[src/hw/board_pkg.sv]
package board_pkg;

    // bus widths
    localparam int data_wid = 32;   // address and data words
    localparam int led_wid  = 8;    // one led bank, also seg_en and seg_out
    localparam int kp_wid   = 16;   // keypad lines

    // one received uart byte
    typedef logic [7:0] byte_t;

    // a single loader write, address sits in the upper word
    typedef struct packed {
        logic [data_wid-1:0] addr;
        logic [data_wid-1:0] data;
    } wr_t;

    // debounced keypad state
    typedef struct packed {
        logic       valid;  // some line pressed
        logic [3:0] idx;    // lowest pressed line
    } key_t;

    // register map
    localparam logic [data_wid-1:0] addr_led1 = 32'd0;
    localparam logic [data_wid-1:0] addr_led2 = 32'd1;
    localparam logic [data_wid-1:0] addr_seg  = 32'd2;

endpackage

[src/hw/uart_rx.sv]
`timescale 1ns/1ns

module uart_rx #(
    parameter int clks_per_bit = 868
) (
    input  logic             clk,
    input  logic             rst_n,
    input  logic             rx,
    output board_pkg::byte_t rx_byte,
    output logic             rx_done
);

    import board_pkg::*;

    localparam int cnt_wid = $clog2(clks_per_bit + 1);
    localparam logic [cnt_wid-1:0] bit_last = cnt_wid'(clks_per_bit - 1);
    localparam logic [cnt_wid-1:0] half_bit = cnt_wid'((clks_per_bit - 1) / 2);

    typedef enum logic [1:0] {
        st_idle,
        st_start,
        st_data,
        st_stop
    } state_t;

    state_t             state;
    logic [2:0]         rx_sync;    // [1] is the clean line, [2] its previous value
    logic               fall;
    logic               sample;
    logic [cnt_wid-1:0] cyc_cnt;
    logic [2:0]         bit_cnt;
    byte_t              shift_q;

    // synchronizer plus one flop for edge detect, line idles high
    always_ff @(posedge clk) begin
        if (!rst_n) begin
            rx_sync <= 3'b111;
        end else begin
            rx_sync <= {rx_sync[1:0], rx};
        end
    end

    assign fall   = rx_sync[2] & ~rx_sync[1];
    assign sample = (cyc_cnt == bit_last);  // mid-bit once aligned by the start state

    always_ff @(posedge clk) begin
        if (!rst_n) begin
            state   <= st_idle;
            cyc_cnt <= '0;
            bit_cnt <= '0;
            rx_done <= 1'b0;
        end else begin
            rx_done <= 1'b0;
            unique case (state)
                st_idle: begin
                    cyc_cnt <= '0;
                    bit_cnt <= '0;
                    if (fall) begin
                        state <= st_start;
                    end
                end
                st_start: begin
                    if (cyc_cnt == half_bit) begin
                        cyc_cnt <= '0;
                        state   <= rx_sync[1] ? st_idle : st_data;  // high again means glitch
                    end else begin
                        cyc_cnt <= cyc_cnt + 1'b1;
                    end
                end
                st_data: begin
                    if (sample) begin
                        cyc_cnt <= '0;
                        bit_cnt <= bit_cnt + 1'b1;
                        if (bit_cnt == 3'd7) begin
                            state <= st_stop;
                        end
                    end else begin
                        cyc_cnt <= cyc_cnt + 1'b1;
                    end
                end
                st_stop: begin
                    if (sample) begin
                        cyc_cnt <= '0;
                        rx_done <= rx_sync[1];  // low stop bit drops the byte
                        state   <= st_idle;
                    end else begin
                        cyc_cnt <= cyc_cnt + 1'b1;
                    end
                end
                default: state <= st_idle;
            endcase
        end
    end

    // lsb arrives first
    always_ff @(posedge clk) begin
        if (state == st_data && sample) begin
            shift_q <= {rx_sync[1], shift_q[7:1]};
        end
    end

    assign rx_byte = shift_q;

    a_done_single: assert property (
        @(posedge clk) disable iff (!rst_n)
        rx_done |=> !rx_done
    );

endmodule

[src/hw/uart_loader.sv]
`timescale 1ns/1ns

module uart_loader (
    input  logic             clk,
    input  logic             rst_n,
    input  board_pkg::byte_t rx_byte,
    input  logic             rx_done,
    output board_pkg::wr_t   wr,
    output logic             wr_done
);

    import board_pkg::*;

    localparam int wr_bits     = $bits(wr_t);
    localparam int byte_bits   = $bits(byte_t);
    localparam int frame_bytes = wr_bits / byte_bits;   // 4 address + 4 data
    localparam int cnt_wid     = $clog2(frame_bytes);
    localparam logic [cnt_wid-1:0] last_byte = cnt_wid'(frame_bytes - 1);

    logic [cnt_wid-1:0] byte_cnt;
    logic [wr_bits-1:0] asm_q;  // msb first, so the first byte ends up on top

    always_ff @(posedge clk) begin
        if (!rst_n) begin
            byte_cnt <= '0;
            wr_done  <= 1'b0;
        end else begin
            wr_done <= rx_done && (byte_cnt == last_byte);
            if (rx_done) begin
                // wrap after every frame
                byte_cnt <= (byte_cnt == last_byte) ? '0 : byte_cnt + 1'b1;
            end
        end
    end

    always_ff @(posedge clk) begin
        if (rx_done) begin
            asm_q <= {asm_q[wr_bits-byte_bits-1:0], rx_byte};
        end
    end

    // asm_q holds the whole frame while wr_done is high
    assign wr = asm_q;

    a_wr_after_byte: assert property (
        @(posedge clk) disable iff (!rst_n)
        wr_done |-> $past(rx_done)
    );

endmodule

[src/hw/keypad_decode.sv]
`timescale 1ns/1ns

module keypad_decode #(
    parameter int debounce_cycles = 100000
) (
    input  logic                        clk,
    input  logic                        rst_n,
    input  logic [board_pkg::kp_wid-1:0] kp,
    output board_pkg::key_t             key
);

    import board_pkg::*;

    localparam int cnt_wid = $clog2(debounce_cycles + 1);
    localparam logic [cnt_wid-1:0] stable_max = cnt_wid'(debounce_cycles);

    logic [kp_wid-1:0]  kp_meta;
    logic [kp_wid-1:0]  kp_sync;
    key_t               cand;
    key_t               cand_q;     // candidate being timed
    logic [cnt_wid-1:0] stable_cnt;

    always_ff @(posedge clk) begin
        if (!rst_n) begin
            kp_meta <= '0;
            kp_sync <= '0;
        end else begin
            kp_meta <= kp;
            kp_sync <= kp_meta;
        end
    end

    // scan downward so the lowest pressed line wins
    always_comb begin
        cand = '0;
        for (int i = kp_wid - 1; i >= 0; i--) begin
            if (kp_sync[i]) begin
                cand.valid = 1'b1;
                cand.idx   = 4'(i);
            end
        end
    end

    always_ff @(posedge clk) begin
        if (!rst_n) begin
            cand_q     <= '0;
            stable_cnt <= '0;
            key        <= '0;
        end else if (cand != cand_q) begin
            cand_q     <= cand;
            stable_cnt <= '0;   // restart timing on any change
        end else if (stable_cnt != stable_max) begin
            stable_cnt <= stable_cnt + 1'b1;
        end else begin
            key <= cand_q;
        end
    end

endmodule

[src/hw/io_regs.sv]
`timescale 1ns/1ns

module io_regs (
    input  logic                           clk,
    input  logic                           rst_n,
    input  board_pkg::wr_t                 wr,
    input  logic                           wr_done,
    input  board_pkg::key_t                key,
    output logic [board_pkg::led_wid-1:0]  led1_out,
    output logic [board_pkg::led_wid-1:0]  led2_out,
    output logic [board_pkg::led_wid-1:0]  led3_out,
    output logic [board_pkg::data_wid-1:0] seg_value
);

    import board_pkg::*;

    localparam int key_bits = $bits(key_t);

    // writable registers
    always_ff @(posedge clk) begin
        if (!rst_n) begin
            led1_out  <= '0;
            led2_out  <= '0;
            seg_value <= '0;
        end else if (wr_done) begin
            case (wr.addr)
                addr_led1: led1_out  <= wr.data[led_wid-1:0];
                addr_led2: led2_out  <= wr.data[led_wid-1:0];
                addr_seg:  seg_value <= wr.data;
                default: begin
                    // unmapped address, nothing changes
                end
            endcase
        end
    end

    // key state on bank 3: valid in bit 4, index below
    always_ff @(posedge clk) begin
        if (!rst_n) begin
            led3_out <= '0;
        end else begin
            led3_out <= {{(led_wid - key_bits){1'b0}}, key};
        end
    end

endmodule

[src/hw/seg7_scan.sv]
`timescale 1ns/1ns

module seg7_scan #(
    parameter int scan_cycles = 50000
) (
    input  logic                           clk,
    input  logic                           rst_n,
    input  logic [board_pkg::data_wid-1:0] seg_value,
    output logic [board_pkg::led_wid-1:0]  seg_en,
    output logic [board_pkg::led_wid-1:0]  seg_out
);

    import board_pkg::*;

    localparam int cnt_wid = $clog2(scan_cycles + 1);
    localparam logic [cnt_wid-1:0] dwell_last = cnt_wid'(scan_cycles - 1);

    logic [cnt_wid-1:0] dwell_cnt;
    logic [2:0]         digit;
    logic               scanning;   // set at the first scan step
    logic [3:0]         nibble;

    // active-high segments, bit 0 is a, bit 6 is g
    function automatic logic [6:0] hex_to_seg(input logic [3:0] hex);
        logic [6:0] pat;
        case (hex)
            4'h0: pat = 7'h3f;
            4'h1: pat = 7'h06;
            4'h2: pat = 7'h5b;
            4'h3: pat = 7'h4f;
            4'h4: pat = 7'h66;
            4'h5: pat = 7'h6d;
            4'h6: pat = 7'h7d;
            4'h7: pat = 7'h07;
            4'h8: pat = 7'h7f;
            4'h9: pat = 7'h6f;
            4'ha: pat = 7'h77;
            4'hb: pat = 7'h7c;
            4'hc: pat = 7'h39;
            4'hd: pat = 7'h5e;
            4'he: pat = 7'h79;
            default: pat = 7'h71;
        endcase
        return pat;
    endfunction

    always_ff @(posedge clk) begin
        if (!rst_n) begin
            dwell_cnt <= '0;
            digit     <= '0;
            scanning  <= 1'b0;
        end else if (dwell_cnt == dwell_last) begin
            dwell_cnt <= '0;
            scanning  <= 1'b1;
            if (scanning) begin
                digit <= digit + 1'b1;  // wraps 7 -> 0
            end
        end else begin
            dwell_cnt <= dwell_cnt + 1'b1;
        end
    end

    assign nibble = seg_value[{digit, 2'b00} +: 4];

    // everything active low, decimal point kept dark
    assign seg_en  = scanning ? ~(led_wid'(1) << digit) : '1;
    assign seg_out = {1'b1, ~hex_to_seg(nibble)};

    a_one_digit: assert property (
        @(posedge clk) disable iff (!rst_n)
        scanning |-> $onehot(~seg_en)
    );

endmodule

[src/hw/board_top.sv]
`timescale 1ns/1ns

module board_top #(
    parameter int clks_per_bit    = 868,
    parameter int debounce_cycles = 100000,
    parameter int scan_cycles     = 50000
) (
    input  logic                          clk,
    input  logic                          rst_n,
    input  logic                          rx,
    input  logic [board_pkg::kp_wid-1:0]  kp,
    output logic [board_pkg::led_wid-1:0] led1_out,
    output logic [board_pkg::led_wid-1:0] led2_out,
    output logic [board_pkg::led_wid-1:0] led3_out,
    output logic [board_pkg::led_wid-1:0] seg_en,
    output logic [board_pkg::led_wid-1:0] seg_out
);

    import board_pkg::*;

    byte_t               rx_byte;
    logic                rx_done;
    wr_t                 wr;
    logic                wr_done;
    key_t                key;
    logic [data_wid-1:0] seg_value;

    uart_rx #(.clks_per_bit(clks_per_bit)) uart_rx_inst (
        .clk,
        .rst_n,
        .rx,
        .rx_byte,
        .rx_done
    );

    uart_loader uart_loader_inst (
        .clk,
        .rst_n,
        .rx_byte,
        .rx_done,
        .wr,
        .wr_done
    );

    keypad_decode #(.debounce_cycles(debounce_cycles)) keypad_inst (
        .clk,
        .rst_n,
        .kp,
        .key
    );

    // stands in for the cpu's memory-mapped io
    io_regs io_regs_inst (
        .clk,
        .rst_n,
        .wr,
        .wr_done,
        .key,
        .led1_out,
        .led2_out,
        .led3_out,
        .seg_value
    );

    seg7_scan #(.scan_cycles(scan_cycles)) seg7_inst (
        .clk,
        .rst_n,
        .seg_value,
        .seg_en,
        .seg_out
    );

endmodule

[config.mk]
export PLATFORM = sky130hd
export DESIGN_NAME = board_top
export DESIGN_NICKNAME = d
export VERILOG_FILES = /design/src/hw/board_pkg.sv /design/src/hw/uart_rx.sv /design/src/hw/uart_loader.sv /design/src/hw/keypad_decode.sv /design/src/hw/io_regs.sv /design/src/hw/seg7_scan.sv /design/src/hw/board_top.sv
export SDC_FILE = /design/constraint.sdc
export NUM_CORES = 1
export LEC_CHECK = 0
export ABC_AREA = 1
export CORE_UTILIZATION = 37
export DETAILED_ROUTE_END_ITERATION = 12
export DONT_BUFFER_PORTS = 1
export PLACE_DENSITY_LB_ADDON = 0.2
export SLEW_MARGIN = 40
export SYNTH_ARGS = -nofsm -noshare
export SYNTH_HDL_FRONTEND = slang
export SYNTH_SLANG_ARGS = --single-unit
[constraint.sdc]
create_clock -name clk -period 2.9 [get_ports clk]
set_clock_uncertainty 0.05 [all_clocks]
set_input_delay 0.145 -clock clk [delete_from_list [all_inputs] [get_ports clk]]
set_output_delay 0.145 -clock clk [all_outputs]
set_load 0.02 [all_outputs]
==> results of run 1 <==
## worst reg2reg max path: cells and delay by family, from the launching register on
family / cells / cell delay [ps]
buffers and inverters: 2 / 550
and+or+nand+nor: 6 / 1280
DFF: 1 / 380
## metal layers
| layer | track usage (%) | share of wire, % |
|---|---|---|
| met1 | 18.6 | 47 |
| met2 | 22.6 | 46 |
| met3 | 3.67 | 5.6 |
| met4 | 3.74 | 1.5 |
| met5 | 0 | 0 |
## sequential cells by signal (all words and copies together), names as in the netlist, 10 cells and up, named ones only
register,count
keypad_inst.stable_cnt,17
uart_loader_inst.wr,64
keypad_inst.kp_sync,16
uart_rx_inst.cyc_cnt,10
seg7_inst.dwell_cnt,16
io_regs_inst.seg_value,32
keypad_inst.kp_meta,16
## cell families (layout without fill, tap and decap cells)
| kind of cell | count (synthesis) | after routing | synth area share (%) |
|---|---|---|---|
| adder cells (fa/ha/maj) | 21 | 21 | 2.93 |
| buffers and inverters | 164 | 220 | 7.33 |
| AND/OR/NAND/NOR | 414 | 414 | 20.9 |
| flip-flops | 227 | 227 | 58.8 |
| other | 2 | 4 | 0.0839 |
| XOR/XNOR | 14 | 14 | 1.37 |
| AO/OA/AOI/OAI | 141 | 141 | 8.56 |
## area by class of cell
type | count | area (µm²)
multi-input combinational | 594 | 3050
clock inverter | 10 | 126
sequential | 227 | 5270
timing repair buffer | 44 | 428
clock buffer | 33 | 686
tap | 319 | 399
fill | 2340 | 13200
inverter | 133 | 507
## placed cells by master (no fill, tap or decap), types with 4 or more instances in the layout
| master | synthesis | final |
|---|---|---|
| nand2_1 | 153 | 153 |
| dfxtp_1 | 155 | 153 |
| nor2_1 | 150 | 150 |
| inv_1 | 130 | 128 |
| o21ai_0 | 76 | 74 |
| edfxtp_1 | 72 | 72 |
| a21oi_1 | 43 | 43 |
| nand3_1 | 37 | 37 |
| dlygate4sd3_1 | 0 | 26 |
| clkbuf_16 | 0 | 25 |
| ha_1 | 21 | 21 |
| buf_4 | 6 | 16 |
| nand4_1 | 13 | 13 |
| nor4_1 | 12 | 12 |
| nor3_1 | 11 | 11 |
| nor2_2 | 11 | 11 |
| xor2_1 | 10 | 10 |
| a211oi_1 | 9 | 9 |
| or2_2 | 5 | 5 |
| clkbuf_1 | 11 | 5 |
| nor3b_1 | 4 | 4 |
| xnor2_1 | 4 | 4 |
| nor3_2 | 4 | 4 |
| o22ai_1 | 4 | 4 |
| conb_1 | 2 | 4 |
| clkinv_2 | 0 | 4 |
## path summary, 6_finish.rpt
| check | start | depth (start not counted) | slack, ps | endpoint |
|---|---|---|---|---|
| max reg2reg | uart_loader_inst.wr[49] | 8 | 580 | io_regs_inst.seg_value[28] |
| max | seg7_inst.digit[0] | 11 | 200 | seg_out[6] |
| min reg2reg | keypad_inst.kp_meta[2] | 2 | 360 | keypad_inst.kp_sync[2] |
| min | rx | 2 | 220 | uart_rx_inst.rx_sync[0] |
## through the flow
stage	hold slack (ps)	power, W	cells	instance area (µm²)	utilization (%)
3_3_place_gp	184	0.00357	1290	9350	39.6
4_1_cts	195	0.00677	1360	10400	44.2
3_5_place_dp	186	0.00357	1290	9350	39.6
2_1_floorplan	193	0.00356	985	8960	-
5_1_grt	209	0.00695	1360	10500	44.3
6_report	218	0.00668	1360	10500	44.3
## where the power goes
part / switching [W] / total [W] / internal (W)
combinational: 0.000139 / 0.000232 / 0.0000931
sequential: 0.0000250 / 0.00332 / 0.00330
clock: 0.00121 / 0.00312 / 0.00192
total: 0.00137 / 0.00668 / 0.00530
## timing repair
action                                  in CTS  in global routing
pin swaps                                    0                  0
endpoints found under the setup margin       7                  6
hold buffers                                27                  0
gates resized for setup                      2                  7
hold endpoints to repair                   126                  0
==> results.sh, run 1 <==
export IMPL_hp_class="input port to register"
export IMPL_max_stage_delay_ps=430
export IMPL_synth_cells=983
export IMPL_grt_pass1_wl_um=27900
export IMPL_dr_first_iter_drc_count=257
export IMPL_wire_per_inst_um=12.4
export IMPL_peakVddDrop_v=0.000460
export IMPL_endpoint_kind="primary output"
export IMPL_worstPathArrival_ps=2500
export IMPL_die_y_um=158
export IMPL_diodes=0
export IMPL_overflow=0
export IMPL_synth_edf_count=72
export IMPL_synth_avg_cell_area_um2=9.11
export IMPL_clockBufferDepth=3
export IMPL_die_area_um2=24800
export IMPL_slowest_stage="dfxtp_4"
export IMPL_dpl_hpwl_um=11400
export IMPL_cts_htree_levels=1
export IMPL_synth_top_area_share_pct=34.6
export IMPL_max_freq_mhz=371
export IMPL_synth_cell_area_um2=8960
export IMPL_port_buffers=0
export IMPL_drv_slew=0
export IMPL_fin_crit_sh_pct=93.0
export IMPL_start_util_pct=37.9
export IMPL_ys_warn_count=0
export IMPL_rows=56
export IMPL_cts_clk_slew_worst_paths_ps=60
export IMPL_clock_latency_ps=510
export IMPL_tightest_slew_ps=597
export IMPL_synth_cell_types=45
export IMPL_wl_um=16800
export IMPL_synth_seq_cells=227
export IMPL_ant_nets=0
export IMPL_cp_start_kind="register"
export IMPL_vias=6150
export IMPL_path_class="register to primary output"
export IMPL_synthArstFlopShare_pct=0
export IMPL_yosysMostFrequentCell="dfxtp_1"
export IMPL_rsz0062_at_grt="no"
export IMPL_status="completed"
export IMPL_coreArea_um2=23600
export IMPL_ioPinCount=59
export IMPL_drc_errors=0
export IMPL_grt_max_degree=95
export IMPL_cp_max_fo=13
export IMPL_grt_usage_pct=14.0
export IMPL_antenna_found_initial=0
export IMPL_seq_area_frac_synth_pct=58.8
export IMPL_die_w_um=158
export IMPL_worstPathRequired_ps=2710
export IMPL_relSlewSlack_pct=60.0
export IMPL_grt_pass1_vias=5693
export IMPL_path_cells="clkinvlp_4 -> buf_4 -> o21ai_0 -> o221ai_1 -> nand2_1 -> inv_1 -> nand2_1 -> o21ai_0 -> nand2_1 -> o21ai_0 -> buf_4"
export IMPL_drive_gt1_share_pct=8.74
export IMPL_pre_cts_slack_ps=379
export IMPL_leakage_nw=4.13
export IMPL_p_per_area_nw_per_um2=638
export IMPL_crit_buf_inv=4
export IMPL_vias_per_cell=4.52
export IMPL_cts_sinks=227
export IMPL_cts_root_buf="clkbuf_16"
export IMPL_fin_nets=1065
export IMPL_area_growth_pct=16.8
export IMPL_synth_commonest_cells="dfxtp_1 (155), nand2_1 (153), nor2_1 (150), inv_1 (130), o21ai_0 (76)"
export IMPL_yosys_most_used_dff="dfxtp_1"
export IMPL_yosysTopAreaCell="dfxtp_1"
export IMPL_synthTopCellsByArea="dfxtp_1 (35%), edfxtp_1 (24%), nand2_1 (6.4%)"
export IMPL_hold_viol=0
export IMPL_post_cts_buffers=0
export IMPL_period_minus_slack_ps=2700
export IMPL_setup_viol=0
export IMPL_firstDrtPassIters=4
export IMPL_cpLargestDelayFamily="buffers and inverters"
export IMPL_place_gp_congestion=0.804
export IMPL_numCtsBuffers=25
export IMPL_max_cap_violations=0
export IMPL_tns_ps=0
export IMPL_setup_ws_ps=203
export IMPL_tritoncts="yes"
No activity file was read; power rests on OpenSTA's default activity.
==> run 2, diff against run 1 <==
--- a/config.mk
+++ b/config.mk
@@ -6,6 +6,8 @@
 export NUM_CORES = 1
 export LEC_CHECK = 0
 export ABC_AREA = 1
+export CELL_PAD_IN_SITES_DETAIL_PLACEMENT = 1
+export CELL_PAD_IN_SITES_GLOBAL_PLACEMENT = 1
 export CORE_UTILIZATION = 37
 export DETAILED_ROUTE_END_ITERATION = 12
 export DONT_BUFFER_PORTS = 1
==> run 2 against run 1 <==
Net effect: register-to-register slack better by 70 ps; die area stayed put; combinational power is 3% higher.
==> results.sh, run 2 (synthesized netlist as in run 1, its figures left out) <==
export IMPL_status="completed"
export IMPL_grt_max_degree=95
export IMPL_clockBufferDepth=3
export IMPL_cts_sinks=227
export IMPL_post_cts_buffers=0
export IMPL_reg2reg_to="io_regs_inst.seg_value[20]"
export IMPL_dpl_hpwl_um=13000
export IMPL_place_gp_congestion=0.759
export IMPL_rrSetupSlack_ps=650
export IMPL_cts_root_buf="clkbuf_16"
export IMPL_r2r_start="uart_loader_inst.wr[49]"
export IMPL_dr_first_iter_drc_count=233
export IMPL_vias=6378
export IMPL_hold_viol=0
export IMPL_numCtsBuffers=27
export IMPL_tritoncts="yes"
export IMPL_vias_per_cell=4.68
export IMPL_port_buffers=0
export IMPL_overflow=0
export IMPL_rows=56
export IMPL_tightest_slew_ps=678
export IMPL_r2r_cells=8
export IMPL_setup_viol=0
export IMPL_fin_crit_sh_pct=92.7
export IMPL_die_area_um2=24800
export IMPL_drive_gt1_share_pct=9.57
export IMPL_worstPathRequired_ps=2710
export IMPL_clock_latency_ps=530
export IMPL_grt_util_met3_pct=3.28
export IMPL_fin_nets=1066
export IMPL_grt_pass1_wl_um=32000
export IMPL_p_per_area_nw_per_um2=646
export IMPL_max_freq_mhz=372
export IMPL_max_stage_delay_ps=420
export IMPL_met2_usage_pct=28.7
export IMPL_path_cells="clkinvlp_4 -> buf_6 -> o21ai_0 -> o22ai_1 -> nand2_1 -> o21ai_1 -> buf_4 -> ha_1 -> nand2_1 -> o21ai_0 -> nand2_1 -> o21ai_0 -> buf_4"
export IMPL_peakVddDrop_v=0.000463
export IMPL_largest_register_ffs=64
export IMPL_drv_slew=0
export IMPL_leakage_nw=4.16
export IMPL_final_common_cell="nand2_1"
export IMPL_grt_busiest_layer="met2"
export IMPL_hp_class="input port to register"
export IMPL_firstDrtPassIters=4
export IMPL_holdPathEnd="uart_rx_inst.rx_sync[0]"
export IMPL_drc_errors=0
export IMPL_hold_start="rx"
export IMPL_cts_clk_slew_worst_paths_ps=50
export IMPL_ant_nets=0
export IMPL_wire_per_inst_um=14.1
export IMPL_timing_hold_ws_ps=203
export IMPL_tns_ps=0
export IMPL_start_util_pct=37.9
export IMPL_coreArea_um2=23600
export IMPL_antenna_found_initial=0
export IMPL_path_class="register to primary output"
export IMPL_cp_start_kind="register"
export IMPL_hold_depth=2
export IMPL_max_cap_violations=0
export IMPL_ioPinCount=59
export IMPL_worstPathArrival_ps=2490
export IMPL_endpoint_kind="primary output"
export IMPL_die_w_um=158
export IMPL_slowest_stage="dfxtp_4"
export IMPL_grt_pass1_vias=6519
export IMPL_relSlewSlack_pct=54.8
export IMPL_grtUsageMet1_pct=19.5
export IMPL_period_minus_slack_ps=2690
export IMPL_grt_usage_pct=16.1
export IMPL_die_y_um=158
export IMPL_diodes=0
export IMPL_final_cell_mix="nand2_1 (153), dfxtp_1 (152), nor2_1 (150)"
export IMPL_rsz0062_at_grt="no"
export IMPL_cp_max_fo=15
export IMPL_cts_htree_levels=1
export IMPL_area_growth_pct=17.4
export IMPL_wl_um=19300
## run 2: cell count changes in the layout (fill, tap and decap cells not counted), sizes merged
cell | before | now
clkinvlp | 2 | 3
inv | 131 | 133
clkinv | 7 | 11
dlygate4sd3 | 26 | 27
buf | 18 | 16
clkbuf | 33 | 32
bufinv | 3 | 2
## run 2: cell type report
class,instances,area (µm²)
clock buffers,32,726
clock inverters,16,140
fillers,2724,13100
inverters,133,505
multi-input cells,594,3050
flip-flops and latches,227,5270
well taps,319,399
repair buffers,43,427
## run 2: critical path, delay by kind of cell, from the launching register on
kind | cells | cell delay (ps)
and+or+nand+nor | 3 | 220
AOI/OAI and AO/OA | 5 | 490
DFF | 1 | 420
buffers and inverters | 4 | 650
adders and majority gates | 1 | 190
## run 2: how the worst max path moves through the flow
stage / cells after the start / startpoint / slack (ps) / to
floorplan: 12 / seg7_inst.digit[0] / 300 / seg_out[1]
global placement: 11 / seg7_inst.digit[1] / 400 / seg_out[1]
detailed placement: 11 / seg7_inst.digit[1] / 270 / seg_out[1]
CTS: 11 / seg7_inst.digit[1] / 2 / seg_out[1]
global route: 13 / seg7_inst.digit[0] / 5 / seg_out[6]
finish: 13 / seg7_inst.digit[0] / 210 / seg_out[6]
## run 2: per-layer routing
metal	wire (µm)	vias to the layer above
met2	9510	71
li1	-	3269
met4	403	0
met3	706	30
met1	8640	3008
met5	0	-
## run 2: power breakdown
group	internal, W	total (W)	switching, W
Sequential	0.00330	0.00332	0.0000253
Clock	0.00196	0.00324	0.00128
Combinational	0.0000938	0.000238	0.000144
Total	0.00535	0.00680	0.00145
## run 2: repair_timing
item                                    CTS  global route
endpoints found under the setup margin    7             7
hold buffers                             28             0
pin swaps                                 0             0
resized for setup                         4            10
hold endpoints to repair                127             0
## run 2: through the flow
stage          utilization (%)  cells  instance area (µm²)  worst slack (ps)  power, W
2_1_floorplan                -    985                 8960               304   0.00356
3_5_place_dp              39.5   1288                 9330               271   0.00358
6_report                  44.5   1364                10500               212   0.00680
4_1_cts                   44.5   1364                10500              2.29   0.00691
3_3_place_gp              39.5   1288                 9330               400   0.00357
5_1_grt                   44.5   1364                10500              4.56   0.00707
==> run 3, diff against run 2 <==
--- a/config.mk
+++ b/config.mk
@@ -8,6 +8,7 @@
 export ABC_AREA = 1
 export CELL_PAD_IN_SITES_DETAIL_PLACEMENT = 1
 export CELL_PAD_IN_SITES_GLOBAL_PLACEMENT = 1
+export CORE_MARGIN = 1.5
 export CORE_UTILIZATION = 37
 export DETAILED_ROUTE_END_ITERATION = 12
 export DONT_BUFFER_PORTS = 1
==> run 3 against run 2 <==
Net effect: combinational power about the same; sequential power about the same; critical path depth stayed put; setup slack improved by 0.68 ps; register-to-register slack got worse by 60 ps; cell area rose by 0.15%; critical endpoint is now seg_out[0]; largest cell class unchanged.
==> results.sh, run 3 (synthesized netlist as in run 1, its figures left out) <==
export IMPL_cts_htree_levels=1
export IMPL_overflow=0
export IMPL_grt_max_degree=95
export IMPL_totalPowerFinal_w=0.00683
export IMPL_grt_pass1_vias=6538
export IMPL_hold_depth=2
export IMPL_rsz0062_at_grt="no"
export IMPL_grt_usage_pct=15.9
export IMPL_worstPathArrival_ps=2490
export IMPL_fin_nets=1068
export IMPL_tns_ps=0
export IMPL_setup_viol=0
export IMPL_largest_register_ffs=64
export IMPL_drv_slew=0
export IMPL_area_growth_pct=17.6
export IMPL_grt_pass1_wl_um=31900
export IMPL_hold_viol=0
export IMPL_hp_class="input port to register"
export IMPL_worstPathRequired_ps=2710
export IMPL_peakVddDrop_v=0.000509
export IMPL_die_y_um=159
export IMPL_wl_um=19400
export IMPL_firstDrtPassIters=6
export IMPL_drive_gt1_share_pct=9.64
export IMPL_endpoint_kind="primary output"
export IMPL_status="completed"
export IMPL_start_util_pct=37.9
export IMPL_port_buffers=0
export IMPL_max_freq_mhz=372
export IMPL_clock_latency_ps=530
export IMPL_max_cap_violations=0
export IMPL_cp_start_kind="register"
export IMPL_antenna_found_initial=0
export IMPL_tritoncts="yes"
export IMPL_relSlewSlack_pct=56.0
export IMPL_ant_nets=0
export IMPL_place_gp_congestion=0.750
export IMPL_tightest_slew_ps=658
export IMPL_wire_per_inst_um=14.2
export IMPL_post_route_cell_area_um2=10500
export IMPL_cts_sinks=227
export IMPL_drc_errors=0
export IMPL_die_w_um=159
export IMPL_p_per_area_nw_per_um2=648
export IMPL_die_area_um2=25100
export IMPL_ioPinCount=59
export IMPL_rrSetupSlack_ps=590
export IMPL_final_common_cell="nand2_1"
export IMPL_fin_crit_sh_pct=92.7
export IMPL_cts_root_buf="clkbuf_16"
export IMPL_coreArea_um2=23600
export IMPL_clockBufferDepth=3
export IMPL_dpl_hpwl_um=13100
export IMPL_diodes=0
export IMPL_final_cell_mix="nand2_1 (153), dfxtp_1 (152), nor2_1 (150)"
export IMPL_leakage_nw=4.15
export IMPL_path_class="register to primary output"
export IMPL_r2r_cells=8
export IMPL_cp_max_fo=13
export IMPL_rows=56
export IMPL_numCtsBuffers=26
export IMPL_dr_first_iter_drc_count=180
export IMPL_vias=6433
export IMPL_placed_area_um2=9330
export IMPL_period_minus_slack_ps=2690
export IMPL_cts_clk_slew_worst_paths_ps=60
export IMPL_vias_per_cell=4.71
run 3: timing repair:
action	CTS	global route
endpoints found under the hold margin	133	0
setup endpoints to repair	7	7
setup buffers	3	0
gates resized for setup	4	8
hold buffers	28	0
pin swaps	0	0
run 3: layout make-up:
cell class	instances	area, µm²
Multi-Input combinational cell	594	3050
Clock inverter	17	191
Inverter	133	504
Fill cell	2754	13100
Sequential cell	227	5270
Timing Repair Buffer	46	449
Tap cell	319	399
Clock buffer	31	669
run 3: critical path: stages, from the launching register on:
cell	delay, ps
dfxtp_4	370
clkinv_2	90
buf_4	190
o21ai_0	100
o22ai_1	150
inv_1	60
o21ai_1	160
inv_1	110
ha_1	220
inv_1	80
nor2_1	50
inv_1	60
nand2_1	60
a32o_2	290
run 3: per-layer routing:
layer	track usage [%]	vias up	routed length, µm
li1	-	3291	-
met1	19.6	3053	8980
met2	28.4	64	9430
met3	3.08	25	637
met4	4.32	0	384
met5	0	-	0
run 3: worst paths after layout:
| path | startpoint | to |
|---|---|---|
| setup / recovery | seg7_inst.digit[0] | seg_out[0] |
| hold / removal | rx | uart_rx_inst.rx_sync[0] |
| setup reg to reg | uart_loader_inst.wr[61] | io_regs_inst.seg_value[23] |
| hold reg to reg | keypad_inst.kp_meta[1] | keypad_inst.kp_sync[1] |
run 3: where the power goes:
part           internal, W  total (W)  switching [W]
registers          0.00329    0.00332      0.0000261
clock network      0.00194    0.00327        0.00133
logic            0.0000939   0.000238       0.000144
run 3: stage by stage:
step	setup slack, ps	std cells	hold slack (ps)	util (%)
2_1_floorplan	304	985	193	-
5_1_grt	11.1	1367	181	44.6
3_3_place_gp	425	1288	188	39.5
4_1_cts	28.5	1367	165	44.5
3_5_place_dp	265	1288	191	39.5
6_report	213	1367	200	44.6
